$ cat src/tb/load_mem.hex
// one 32-bit data memory word per line, addresses 0 to 15
c0de00ff
c0de11ee
c0de22dd
c0de33cc
c0de44bb
c0de55aa
c0de6699
c0de7788
c0de8877
c0de9966
c0deaa55
c0debb44
c0decc33
c0dedd22
c0deee11
c0deff00

$ cat src/common/core_pkg.sv
package core_pkg;

    // reorder buffer geometry
    localparam int ROB_DEPTH = 8;
    localparam int ROB_TAG_W = $clog2(ROB_DEPTH);

    // architectural register file
    localparam int NUM_REGS = 16;
    localparam int REG_IDX_W = $clog2(NUM_REGS);

    localparam int DATA_W = 32;

    typedef logic [REG_IDX_W-1:0] reg_idx_t;
    typedef logic [DATA_W-1:0] data_t;
    typedef logic [ROB_TAG_W-1:0] rob_tag_t;

    // occupancy needs one extra bit to tell full from empty
    typedef logic [ROB_TAG_W:0] rob_cnt_t;

endpackage

$ cat src/common/exec_pkg.sv
package exec_pkg;

    typedef enum logic [2:0] {
        op_add  = 3'd0,
        op_sub  = 3'd1,
        op_xor  = 3'd2,
        op_and  = 3'd3,
        op_load = 3'd4
    } op_t;

    // data memory behind the load unit
    localparam int MEM_WORDS = 16;
    localparam int MEM_ADDR_W = $clog2(MEM_WORDS);

    typedef logic [MEM_ADDR_W-1:0] mem_addr_t;

    localparam string MEM_INIT_FILE = "/design/src/tb/load_mem.hex";

    // values of the arbiter's last winner bit
    localparam logic UNIT_ALU = 1'b0;
    localparam logic UNIT_LOAD = 1'b1;

endpackage

$ cat src/hw/alu_unit.sv
`timescale 1ns/1ps

module alu_unit (
    input  logic               clk,
    input  logic               rst,
    input  logic               dispatch_valid,
    input  exec_pkg::op_t      dispatch_op,
    input  core_pkg::data_t    dispatch_a,
    input  core_pkg::data_t    dispatch_b,
    input  core_pkg::rob_tag_t dispatch_tag,
    input  logic               grant,
    output logic               req,
    output core_pkg::rob_tag_t req_tag,
    output core_pkg::data_t    req_data
);
    import core_pkg::*;
    import exec_pkg::*;

    logic accept;
    logic pop;
    data_t result;

    rob_tag_t wr_ptr;
    rob_tag_t rd_ptr;
    rob_cnt_t count;
    rob_tag_t q_tag [ROB_DEPTH];
    data_t q_data [ROB_DEPTH];

    assign accept = dispatch_valid && (dispatch_op != op_load);

    always_comb begin
        case (dispatch_op)
            op_add:  result = dispatch_a + dispatch_b;
            op_sub:  result = dispatch_a - dispatch_b;
            op_xor:  result = dispatch_a ^ dispatch_b;
            op_and:  result = dispatch_a & dispatch_b;
            default: result = '0;
        endcase
    end

    // head of the result queue sits on the bus request
    assign req = (count != '0);
    assign req_tag = q_tag[rd_ptr];
    assign req_data = q_data[rd_ptr];
    assign pop = req && grant;

    always_ff @(posedge clk) begin
        if (rst) begin
            wr_ptr <= '0;
            rd_ptr <= '0;
            count <= '0;
        end else begin
            if (accept) begin
                wr_ptr <= wr_ptr + 1'b1;
            end
            if (pop) begin
                rd_ptr <= rd_ptr + 1'b1;
            end
            if (accept && !pop) begin
                count <= count + 1'b1;
            end else if (pop && !accept) begin
                count <= count - 1'b1;
            end
        end
    end

    // result is registered straight into the queue
    always_ff @(posedge clk) begin
        if (accept) begin
            q_tag[wr_ptr] <= dispatch_tag;
            q_data[wr_ptr] <= result;
        end
    end

endmodule

$ cat src/hw/cdb_arbiter.sv
`timescale 1ns/1ps

module cdb_arbiter (
    input  logic               clk,
    input  logic               rst,
    input  logic               alu_req,
    input  core_pkg::rob_tag_t alu_tag,
    input  core_pkg::data_t    alu_data,
    input  logic               load_req,
    input  core_pkg::rob_tag_t load_tag,
    input  core_pkg::data_t    load_data,
    output logic               alu_grant,
    output logic               load_grant,
    output logic               cdb_valid,
    output core_pkg::rob_tag_t cdb_tag,
    output core_pkg::data_t    cdb_data
);
    import exec_pkg::*;

    logic last_winner;

    // on contention the unit that did not win last time goes first
    assign alu_grant = alu_req && (!load_req || (last_winner == UNIT_LOAD));
    assign load_grant = load_req && !alu_grant;

    assign cdb_valid = alu_grant || load_grant;
    assign cdb_tag = alu_grant ? alu_tag : load_tag;
    assign cdb_data = alu_grant ? alu_data : load_data;

    always_ff @(posedge clk) begin
        if (rst) begin
            last_winner <= UNIT_LOAD;
        end else if (alu_grant) begin
            last_winner <= UNIT_ALU;
        end else if (load_grant) begin
            last_winner <= UNIT_LOAD;
        end
    end

endmodule

$ cat src/hw/load_unit.sv
`timescale 1ns/1ps

module load_unit (
    input  logic               clk,
    input  logic               rst,
    input  logic               dispatch_valid,
    input  exec_pkg::op_t      dispatch_op,
    input  core_pkg::data_t    dispatch_a,
    input  core_pkg::data_t    dispatch_b,
    input  core_pkg::rob_tag_t dispatch_tag,
    input  logic               grant,
    output logic               req,
    output core_pkg::rob_tag_t req_tag,
    output core_pkg::data_t    req_data
);
    import core_pkg::*;
    import exec_pkg::*;

    data_t mem [MEM_WORDS];

    logic accept;
    logic pop;
    mem_addr_t addr;

    // stage one
    logic s1_valid;
    mem_addr_t s1_addr;
    rob_tag_t s1_tag;

    // result queue
    rob_tag_t wr_ptr;
    rob_tag_t rd_ptr;
    rob_cnt_t count;
    rob_tag_t q_tag [ROB_DEPTH];
    data_t q_data [ROB_DEPTH];

    initial begin
        $readmemh(MEM_INIT_FILE, mem);
    end

    assign accept = dispatch_valid && (dispatch_op == op_load);

    // word address wraps inside the small memory
    assign addr = mem_addr_t'(dispatch_a + dispatch_b);

    assign req = (count != '0);
    assign req_tag = q_tag[rd_ptr];
    assign req_data = q_data[rd_ptr];
    assign pop = req && grant;

    always_ff @(posedge clk) begin
        if (rst) begin
            s1_valid <= 1'b0;
            wr_ptr <= '0;
            rd_ptr <= '0;
            count <= '0;
        end else begin
            s1_valid <= accept;
            if (s1_valid) begin
                wr_ptr <= wr_ptr + 1'b1;
            end
            if (pop) begin
                rd_ptr <= rd_ptr + 1'b1;
            end
            if (s1_valid && !pop) begin
                count <= count + 1'b1;
            end else if (pop && !s1_valid) begin
                count <= count - 1'b1;
            end
        end
    end

    always_ff @(posedge clk) begin
        s1_addr <= addr;
        s1_tag <= dispatch_tag;
        if (s1_valid) begin
            q_tag[wr_ptr] <= s1_tag;
            q_data[wr_ptr] <= mem[s1_addr];
        end
    end

endmodule

$ cat src/hw/ooo_core_top.sv
`timescale 1ns/1ps

module ooo_core_top (
    input  logic               clk,
    input  logic               rst,
    input  logic               dispatch_valid,
    input  exec_pkg::op_t      dispatch_op,
    input  core_pkg::reg_idx_t dispatch_rd,
    input  core_pkg::data_t    dispatch_a,
    input  core_pkg::data_t    dispatch_b,
    input  core_pkg::reg_idx_t read_addr,
    output core_pkg::rob_tag_t dispatch_tag,
    output logic               credit_return,
    output logic               commit_valid,
    output core_pkg::reg_idx_t commit_rd,
    output core_pkg::rob_tag_t commit_tag,
    output core_pkg::data_t    commit_data,
    output core_pkg::data_t    read_data,
    output logic               read_busy
);
    import core_pkg::*;

    logic alu_req;
    logic alu_grant;
    rob_tag_t alu_tag;
    data_t alu_data;

    logic load_req;
    logic load_grant;
    rob_tag_t load_tag;
    data_t load_data;

    logic cdb_valid;
    rob_tag_t cdb_tag;
    data_t cdb_data;

    reorder_buffer u_rob (
        .clk(clk),
        .rst(rst),
        .dispatch_valid(dispatch_valid),
        .dispatch_rd(dispatch_rd),
        .cdb_valid(cdb_valid),
        .cdb_tag(cdb_tag),
        .cdb_data(cdb_data),
        .dispatch_tag(dispatch_tag),
        .commit_valid(commit_valid),
        .commit_rd(commit_rd),
        .commit_tag(commit_tag),
        .commit_data(commit_data),
        .credit_return(credit_return)
    );

    alu_unit u_alu (
        .clk(clk),
        .rst(rst),
        .dispatch_valid(dispatch_valid),
        .dispatch_op(dispatch_op),
        .dispatch_a(dispatch_a),
        .dispatch_b(dispatch_b),
        .dispatch_tag(dispatch_tag),
        .grant(alu_grant),
        .req(alu_req),
        .req_tag(alu_tag),
        .req_data(alu_data)
    );

    load_unit u_load (
        .clk(clk),
        .rst(rst),
        .dispatch_valid(dispatch_valid),
        .dispatch_op(dispatch_op),
        .dispatch_a(dispatch_a),
        .dispatch_b(dispatch_b),
        .dispatch_tag(dispatch_tag),
        .grant(load_grant),
        .req(load_req),
        .req_tag(load_tag),
        .req_data(load_data)
    );

    cdb_arbiter u_arb (
        .clk(clk),
        .rst(rst),
        .alu_req(alu_req),
        .alu_tag(alu_tag),
        .alu_data(alu_data),
        .load_req(load_req),
        .load_tag(load_tag),
        .load_data(load_data),
        .alu_grant(alu_grant),
        .load_grant(load_grant),
        .cdb_valid(cdb_valid),
        .cdb_tag(cdb_tag),
        .cdb_data(cdb_data)
    );

    reg_file u_regs (
        .clk(clk),
        .rst(rst),
        .dispatch_valid(dispatch_valid),
        .dispatch_rd(dispatch_rd),
        .dispatch_tag(dispatch_tag),
        .commit_valid(commit_valid),
        .commit_rd(commit_rd),
        .commit_tag(commit_tag),
        .commit_data(commit_data),
        .read_addr(read_addr),
        .read_data(read_data),
        .read_busy(read_busy)
    );

endmodule

$ cat src/hw/reg_file.sv
`timescale 1ns/1ps

module reg_file (
    input  logic               clk,
    input  logic               rst,
    input  logic               dispatch_valid,
    input  core_pkg::reg_idx_t dispatch_rd,
    input  core_pkg::rob_tag_t dispatch_tag,
    input  logic               commit_valid,
    input  core_pkg::reg_idx_t commit_rd,
    input  core_pkg::rob_tag_t commit_tag,
    input  core_pkg::data_t    commit_data,
    input  core_pkg::reg_idx_t read_addr,
    output core_pkg::data_t    read_data,
    output logic               read_busy
);
    import core_pkg::*;

    data_t regs [NUM_REGS];
    rob_tag_t tags [NUM_REGS];
    logic [NUM_REGS-1:0] busy;

    assign read_data = regs[read_addr];
    assign read_busy = busy[read_addr];

    always_ff @(posedge clk) begin
        if (rst) begin
            busy <= '0;
            for (int i = 0; i < NUM_REGS; i++) begin
                regs[i] <= '0;
            end
        end else begin
            if (commit_valid) begin
                regs[commit_rd] <= commit_data;
                // only the newest producer may release the register
                if (busy[commit_rd] && (tags[commit_rd] == commit_tag)) begin
                    busy[commit_rd] <= 1'b0;
                end
            end
            // a rename in the same cycle wins over the clear above
            if (dispatch_valid) begin
                busy[dispatch_rd] <= 1'b1;
            end
        end
    end

    always_ff @(posedge clk) begin
        if (dispatch_valid) begin
            tags[dispatch_rd] <= dispatch_tag;
        end
    end

endmodule

$ cat src/rob/reorder_buffer.sv
`timescale 1ns/1ps

module reorder_buffer (
    input  logic               clk,
    input  logic               rst,
    input  logic               dispatch_valid,
    input  core_pkg::reg_idx_t dispatch_rd,
    input  logic               cdb_valid,
    input  core_pkg::rob_tag_t cdb_tag,
    input  core_pkg::data_t    cdb_data,
    output core_pkg::rob_tag_t dispatch_tag,
    output logic               commit_valid,
    output core_pkg::reg_idx_t commit_rd,
    output core_pkg::rob_tag_t commit_tag,
    output core_pkg::data_t    commit_data,
    output logic               credit_return
);
    import core_pkg::*;

    // head and tail wrap on their own since depth is a power of two
    rob_tag_t head;
    rob_tag_t tail;
    rob_cnt_t count;

    logic [ROB_DEPTH-1:0] busy;
    logic [ROB_DEPTH-1:0] ready;
    reg_idx_t entry_rd [ROB_DEPTH];
    data_t entry_data [ROB_DEPTH];

    logic alloc;
    logic retire;

    // new entry always lands at the tail
    assign dispatch_tag = tail;

    // a full buffer takes no new entry
    assign alloc = dispatch_valid && (count != rob_cnt_t'(ROB_DEPTH));
    assign retire = busy[head] && ready[head];

    always_ff @(posedge clk) begin
        if (rst) begin
            head <= '0;
            tail <= '0;
            count <= '0;
            busy <= '0;
            ready <= '0;
            commit_valid <= 1'b0;
            credit_return <= 1'b0;
        end else begin
            commit_valid <= retire;
            credit_return <= retire;

            if (cdb_valid) begin
                ready[cdb_tag] <= 1'b1;
            end

            if (retire) begin
                busy[head] <= 1'b0;
                ready[head] <= 1'b0;
                head <= head + 1'b1;
            end

            if (alloc) begin
                busy[tail] <= 1'b1;
                ready[tail] <= 1'b0;
                tail <= tail + 1'b1;
            end

            if (alloc && !retire) begin
                count <= count + 1'b1;
            end else if (retire && !alloc) begin
                count <= count - 1'b1;
            end
        end
    end

    // entry payload and commit payload
    always_ff @(posedge clk) begin
        if (alloc) begin
            entry_rd[tail] <= dispatch_rd;
        end
        if (cdb_valid) begin
            entry_data[cdb_tag] <= cdb_data;
        end
        if (retire) begin
            commit_rd <= entry_rd[head];
            commit_tag <= head;
            commit_data <= entry_data[head];
        end
    end

endmodule

$ cat config.mk
export PLATFORM = sky130hd
export DESIGN_NAME = ooo_core_top
export DESIGN_NICKNAME = d
export VERILOG_FILES = /design/src/common/core_pkg.sv /design/src/common/exec_pkg.sv /design/src/hw/alu_unit.sv /design/src/hw/cdb_arbiter.sv /design/src/hw/load_unit.sv /design/src/hw/ooo_core_top.sv /design/src/hw/reg_file.sv /design/src/rob/reorder_buffer.sv
export SDC_FILE = /design/constraint.sdc
export NUM_CORES = 2
export LEC_CHECK = 0
export BUFFER_PORTS_ARGS = -buffer_cell sky130_fd_sc_hd__buf_2
export CORE_ASPECT_RATIO = 1.25
export CORE_MARGIN = 3
export CORE_UTILIZATION = 56
export CTS_CLUSTER_SIZE = 28
export DETAILED_ROUTE_END_ITERATION = 10
export PLACE_DENSITY = 0.88
export SETUP_SLACK_MARGIN = 0.4
export SLEW_MARGIN = 20
export SYNTH_ARGS = -nofsm -noshare
export SYNTH_HDL_FRONTEND = slang
export SYNTH_SLANG_ARGS = --single-unit
$ cat constraint.sdc
create_clock -name clk -period 4.4 [get_ports clk]
set_clock_uncertainty 0.2 [all_clocks]
set_input_delay 0 -clock clk [delete_from_list [all_inputs] [get_ports clk]]
set_output_delay 0 -clock clk [all_outputs]
set_load 0.05 [all_outputs]
**Word level (Yosys, flattened, before mapping)**

Memories as Yosys holds them, arrays and structs flattened. A register that Yosys moved wholly into a read port is not among the register bits.
Index checks and enable logic that the tools add are counted.

- Flip-flop bits (word level): 71
- Memory bits (writable): 1,408
- Input bits: 78
- Output and inout bits: 77
- Word-level logic and storage cells: 174
- Memories kept: 8

Memory list:

| memory | words | bits a word | read ports | clocked after Yosys merged registers in | wr ports | RTL line | RTL |
|---|---|---|---|---|---|---|---|
| u_regs.regs | 16 | 32 | 1 | 0 | 16 | reg_file.sv:19 | `data_t regs [NUM_REGS];` |
| u_alu.q_data | 8 | 32 | 1 | 1 | 1 | alu_unit.sv:27 | `data_t q_data [ROB_DEPTH];` |
| u_load.q_data | 8 | 32 | 1 | 1 | 1 | load_unit.sv:35 | `data_t q_data [ROB_DEPTH];` |
| u_rob.entry_data | 8 | 32 | 1 | 1 | 1 | reorder_buffer.sv:28 | `data_t entry_data [ROB_DEPTH];` |
| u_regs.tags | 16 | 3 | 1 | 0 | 1 | reg_file.sv:20 | `rob_tag_t tags [NUM_REGS];` |
| u_rob.entry_rd | 8 | 4 | 1 | 1 | 1 | reorder_buffer.sv:27 | `reg_idx_t entry_rd [ROB_DEPTH];` |
| 2 more memories | -- | -- | -- | -- | -- | -- |  |

- Add/sub/neg operators: 14
- Magnitude comparators: 11
- Equal/unequal tests: 7
- Mux-type cells: 67
- Bitwise operators: 12
- Reduce and logical (&&, ||, !) cells: 38

Operator list:

| kind | count |
|---|---|
| $pmux W32 S4 | 1 |
| $mux W16 | 4 |
| $mux W32 | 2 |
| $mux W8 | 8 |
| $add A32 B32 Y32 | 1 |
| $and A32 B32 Y32 | 1 |
| $reduce_or A32 Y1 | 1 |
| $sub A32 B32 Y32 | 1 |
| $xor A32 B32 Y32 | 1 |
| $mux W4 | 7 |
| $mux W1 | 27 |
| $mux W3 | 9 |
| $and A8 B8 Y8 | 3 |
| $logic_and A1 B1 Y1 | 20 |
| $add A3 B1 Y3 const B | 6 |
| $and A16 B16 Y16 | 1 |
| $not A16 Y16 | 1 |
| $not A8 Y8 | 2 |
| $or A16 B16 Y16 | 1 |
| $or A8 B8 Y8 | 2 |
| $lt A4 B5 Y1 const B | 3 |
| $add A4 B1 Y4 const B | 3 |
| $lt A3 B4 Y1 const B | 3 |
| $sub A4 B1 Y4 const B | 3 |
| 17 further kinds | 38 |

**Longest topological paths before layout**

- Depth in word-level cells: 17
- Gate-level depth with buffers: 19
- Depth with buffers taken out: 18

**By module**

From an unflattened synthesis, not the netlist that was laid out.

- Cells, all modules: 3,484
- Area, all modules: 56,366.6 sq um

By module, submodules not included:

| module | times used | cells each | area an instance (sq um) | seq. area each (sq um) |
|---|---|---|---|---|
| reg_file | 1 | 1,574 | 25,933.6 | 17,136.4 |
| alu_unit | 1 | 944 | 14,470.1 | 8,668.3 |
| reorder_buffer | 1 | 777 | 13,492.9 | 10,359.9 |
| load_unit | 1 | 142 | 1,885.6 | 1,061.0 |
| cdb_arbiter | 1 | 47 | 584.3 | 20.0 |

**Worst setup path after synthesis**

OpenSTA, ideal clock, no wires.

- Path type: register to register
- Start: register u_rob.commit_rd[0], read port of u_rob.entry_rd
- End: memory u_regs.regs[7][0] in the netlist's numbering, enable pin
- Library setup time: 0.466 ns
- Arrival time: 4.132 ns
- Data required time: 3.734 ns
- Slack: -0.398 ns
- Cell stages (with the launch flop): 6
- Path buffers: 3
- Clock period less this slack: 4.798 ns
- Path through: edfxtp_1 > clkbuf_1 > buf_2 > clkbuf_1 > nand2_1 > o21ai_0

RTL lines:

| element | RTL line | RTL |
|---|---|---|
| start: declaration | reorder_buffer.sv:13 | `output core_pkg::reg_idx_t commit_rd,` |
| end: declaration | reg_file.sv:19 |  |

**Worst setup path in the final report**

- Start: input port dispatch_b[5]
- End: memory u_alu.q_data[5][30] in the netlist's numbering (data pin)

- Cells in the longest elaborated chain, start to end: 2
- Elaborated cells between the ends (all ways): 3
- Those cells by class: 2 x add/sub; 1 x mux

RTL lines:

| element | RTL line | RTL |
|---|---|---|
| start: declaration | ooo_core_top.sv:10 | `input core_pkg::data_t dispatch_b,` |
| $sub A32 B32 Y32 / $add A32 B32 Y32 (equally long branches) | -- |  |
| $pmux W32 S4 * | alu_unit.sv:32 | `case (dispatch_op)` |
| named net u_alu.result[30] | alu_unit.sv:21 | `data_t result;` |
| end: declaration | alu_unit.sv:27 |  |

The timed path passes the listed nets; every way through them passes the cells marked *.

==> results.yml <==
outcome:
  outcome: "finished, violations left"
  violations: "hold timing"
layout:
  final_cells: 5058
  fin_nets: 3822
  syn2layout_area_growth_pct: 13.27
  regArea_sq_mm: 0.03726
  fillers: 6199
  drive_above_1_share_pct: 24.25
  multi_input_area_sq_mm: 0.01752
critical_path:
  crit_family: "simple AND/OR/NAND/NOR gates"
  crit_chain: "buf_2, or4_4, or4_4, nor2b_4, nand2_4, o31ai_4, xor2_1, ha_1, nand2_2, o21ai_2, or3_1, a211oi_1, or3_1, or4b_1, o21ai_1, mux2i_1, nor3_4"
  setup.worst_path.end_class: "flip-flop"
  cp-startpoint: "dispatch_b[5]"
  crit_fanout: 8
  r2r-start: "u_rob.head[2]"
  start_kind: "primary input"
  crit_arrival_ns: 4.05
  critPathSlowestCell: "or4_4"
  timing.critical_path.buf_inv: 1
  crit_required_ns: 4.63
  worstSetupPathType: "in2reg"
  slowest_delay_ns: 0.58
place:
  dpl_worst_slack_ns: -0.1458
  post-dp-hpwl_mm: 80.94
  port_buffers: 154
  gp_congestion: 0.8804
  dp_cells: 4809
yosys:
  synth_nets: 3588
  postSynth.asyncResetShare_pct: 0
  ys.flop_type: "edfxtp_1"
  syn-instance-count: 3427
  yosys_warnings: 0
  synthesis.area_sq_mm: 0.05535
  synth_edf_count: 1191
  synth_cell_types: 67
  syn-mean-instance-area_sq_um: 16.15
  ys_seq_area_share_pct: 67.29
  ys_ff_latch: 1265
sta:
  setup-violations-final: 0
  fmax_mhz: 261.8
  hold_violations: 8
  min_period_over_period_pct: 86.82
  grt_setup_unrepaired: "false"
  finalWorstPathRequiredPeriod_ns: 3.820
  holdWs_ns: -0.01851
  slew_headroom_pct: 30.19
  worstMarginPinSlew_ns: 1.039
  finalMaxSlewViolations: 0
  fin_ws_ns: 0.5800
power_and_ir_drop:
  p_int_uw: 22950
  seqPwrFrac_pct: 51.0
  swShare_pct: 27.11
  p_leak_uw: 0.02197
  pwr-share-comb_pct: 17.8
  power.total_uw: 31490
  pwr-share-clk_pct: 31.2
  ir_drop_mv: 0.4389
  p_sw_uw: 8537
  p_per_area_mw_per_mm2: 502.2
global_route:
  grt_overflow: 0
  grt_max_degree: 63
  grt_pass1_vias: 33480
  antenna_found_initial: 2
  grt_usage_pct: 26.96
  grt_first_pass_wirelength_mm: 207.2
route:
  drt_iter0_drc: 3819
  vias: 32490
  firstDrtPassIters: 6
  drt-total-wl_mm: 138.2
  via_per_inst: 6.423
  wl_per_cell_microns: 27.32
  ant_nets: 0
  drcViolationCount: 0
worst_hold_path:
  hp-class: "in2reg"
  min-delay-start: "dispatch_b[29]"
job:
  cap_violations: 0
die:
  pin_count: 155
  fp.dieW_microns: 287.2
  initial_core_util_pct: 56.66
  die_area_sq_mm: 0.1027
  num_rows: 128
  dieHeight_microns: 357.5
  coreArea_sq_mm: 0.09769
clocking:
  clock_sinks: 1265
  numCtsBuffers: 110
  clock_latency_ns: 0.71
  cts_buffer_depth: 3
  cts-root-buf: "clkbuf_16"
  h-tree-depth: 3
  clkTransAtPathRegs_ns: 0.07
  cts_tree: "built"
  post_cts_buffers: 0
## flip-flops by register name (all words and copies together) (netlist names), 3 cells and up, named ones only
register / cells
u_load.s1_tag: 3
u_alu.rd_ptr: 3
u_rob.ready: 8
u_alu.count: 4
u_alu.wr_ptr: 3
u_rob.count: 4
u_regs.regs: 512
u_rob.commit_rd: 4
u_regs.tags: 48
u_regs.busy: 16
u_alu.q_tag: 24
u_rob.entry_data: 256
u_load.rd_ptr: 3
u_rob.busy: 8
u_load.wr_ptr: 3
u_rob.head: 3
u_alu.q_data: 256
u_rob.dispatch_tag: 3
u_load.count: 4
u_rob.commit_tag: 3
u_rob.commit_data: 32
u_load.q_tag: 24
u_rob.entry_rd: 32
## per-stage QoR
stage | TNS, ns | util (%) | area [sq um]
finish | 0 | 64.18 | 62700
floorplan | -83.94 | - | 55410
global placement | -1.470 | 59.96 | 58570
global route | 0 | 64.17 | 62690
CTS | 0 | 64.14 | 62660
detailed placement | -2.326 | 59.96 | 58570
## area by class of cell
class | instances | share of cell area (%)
Multi-Input combinational cell | 1890 | 27.94
Clock inverter | 68 | 1.108
Clock buffer | 139 | 4.764
Timing Repair Buffer | 351 | 3.895
Antenna cell | 2 | 0.007982
Tap cell | 1300 | 2.594
Sequential cell | 1265 | 59.43
Inverter | 43 | 0.2574
## cells by family after synthesis
family / Yosys count / share of synthesized area, %
flops: 1265 / 67.29
simple gates: 894 / 9.069
mux: 437 / 13.95
compound gates: 394 / 4.600
buf+inv: 272 / 1.860
fa+ha+maj: 83 / 1.930
xor+xnor: 82 / 1.298
## Yosys cell counts, types with 4 or more instances
| cell type | instances | area (sq um) |
|---|---|---|
| clkbuf_1 | 189 | 709.4 |
| a21o_1 | 12 | 90.09 |
| a22oi_1 | 36 | 270.3 |
| a21oi_1 | 109 | 545.5 |
| and3_1 | 4 | 25.02 |
| or4_1 | 4 | 30.03 |
| nor4b_1 | 7 | 61.31 |
| a211oi_1 | 28 | 210.2 |
| nand3_1 | 17 | 85.08 |
| o22a_1 | 23 | 201.4 |
| a221oi_1 | 26 | 227.7 |
| o21ai_0 | 86 | 430.4 |
| or4_4 | 4 | 45.04 |
| o22ai_1 | 18 | 112.6 |
| nand3b_1 | 8 | 60.06 |
| nor2_1 | 161 | 604.3 |
| o21bai_1 | 6 | 45.04 |
| or3_1 | 8 | 50.05 |
| fa_1 | 4 | 80.08 |
| dfxtp_1 | 74 | 1481 |
| nand2b_1 | 25 | 156.4 |
| a31oi_1 | 8 | 50.05 |
| nor2b_1 | 10 | 62.56 |
| edfxtp_1 | 1191 | 35760 |
| and2_1 | 519 | 3247 |
| ha_1 | 79 | 988.5 |
| nand2_1 | 82 | 307.8 |
| mux2i_1 | 92 | 920.9 |
| xnor2_1 | 41 | 359.1 |
| mux4_2 | 259 | 5833 |
| o21a_1 | 4 | 30.03 |
| nor4_1 | 7 | 43.79 |
| o31ai_1 | 12 | 90.09 |
| inv_1 | 43 | 161.4 |
| nor3_1 | 23 | 115.1 |
| buf_1 | 37 | 138.9 |
| xor2_1 | 41 | 359.1 |
| o41ai_1 | 5 | 43.79 |
| mux2_2 | 86 | 968.4 |
| nand4_1 | 5 | 31.28 |
## worst paths after layout
kind / cells after the start / endpoint / slack (ns)
worst min-delay path: 4 / u_alu.q_data[4][29] / -0.02
worst max register to register: 14 / u_rob.count[3] / 0.60
worst max-delay path: 17 / u_alu.q_data[5][30] / 0.58
worst min register to register: 2 / u_regs.busy[4] / 0.29
## power groups by stage
stage	combinational, uW	clock (uW)	sequential (uW)
3_3_place_gp	5240	0	16100
4_1_cts	5580	9860	16000
3_5_place_dp	5420	0	16200
6_report	5590	9830	16100
5_1_grt	5970	10300	16200
2_1_floorplan	3580	0	16000
## metal layers
metal	part of all wire, %	vias up	global-route usage [%]
li1	-	13640	-
met1	34	16180	32.30
met2	53	2193	48.19
met3	8.7	478	3.725
met4	5.0	0	13.01
met5	0	-	0
## worst reg2reg max path, delay by kind of cell, from the launching register on
kind / cells / cell delay, ns
AO/OA/AOI/OAI: 5 / 1.21
XOR/XNOR: 1 / 0.09
adder cells (fa/ha/maj): 2 / 0.60
buffers and inverters: 2 / 0.32
flip-flops: 1 / 0.38
multiplexers: 1 / 0.45
AND/OR/NAND/NOR: 3 / 0.49
## what timing repair did
item                                    in CTS  in global routing
hold buffers                                40                  0
hold endpoints to repair                   376                  0
endpoints found under the setup margin       0                 35
gates resized for setup                      0                  5
## placed cells by master, fill, tap and decap left out, types with 40 or more instances in the layout
cell type / synthesis / routed
xnor2_1: 41 / 41
clkbuf_16: 0 / 114
mux4_2: 259 / 259
dfxtp_1: 74 / 67
dlygate4sd3_1: 0 / 40
o21ai_0: 86 / 70
buf_2: 1 / 151
buf_4: 2 / 152
ha_1: 79 / 79
mux2_2: 86 / 86
and2_1: 519 / 519
nor2_1: 161 / 133
mux2i_1: 92 / 92
edfxtp_1: 1191 / 1191
xor2_1: 41 / 41
nand2_1: 82 / 81
a21oi_1: 109 / 108
inv_1: 43 / 41
No activity file was read; power rests on OpenSTA's default activity.
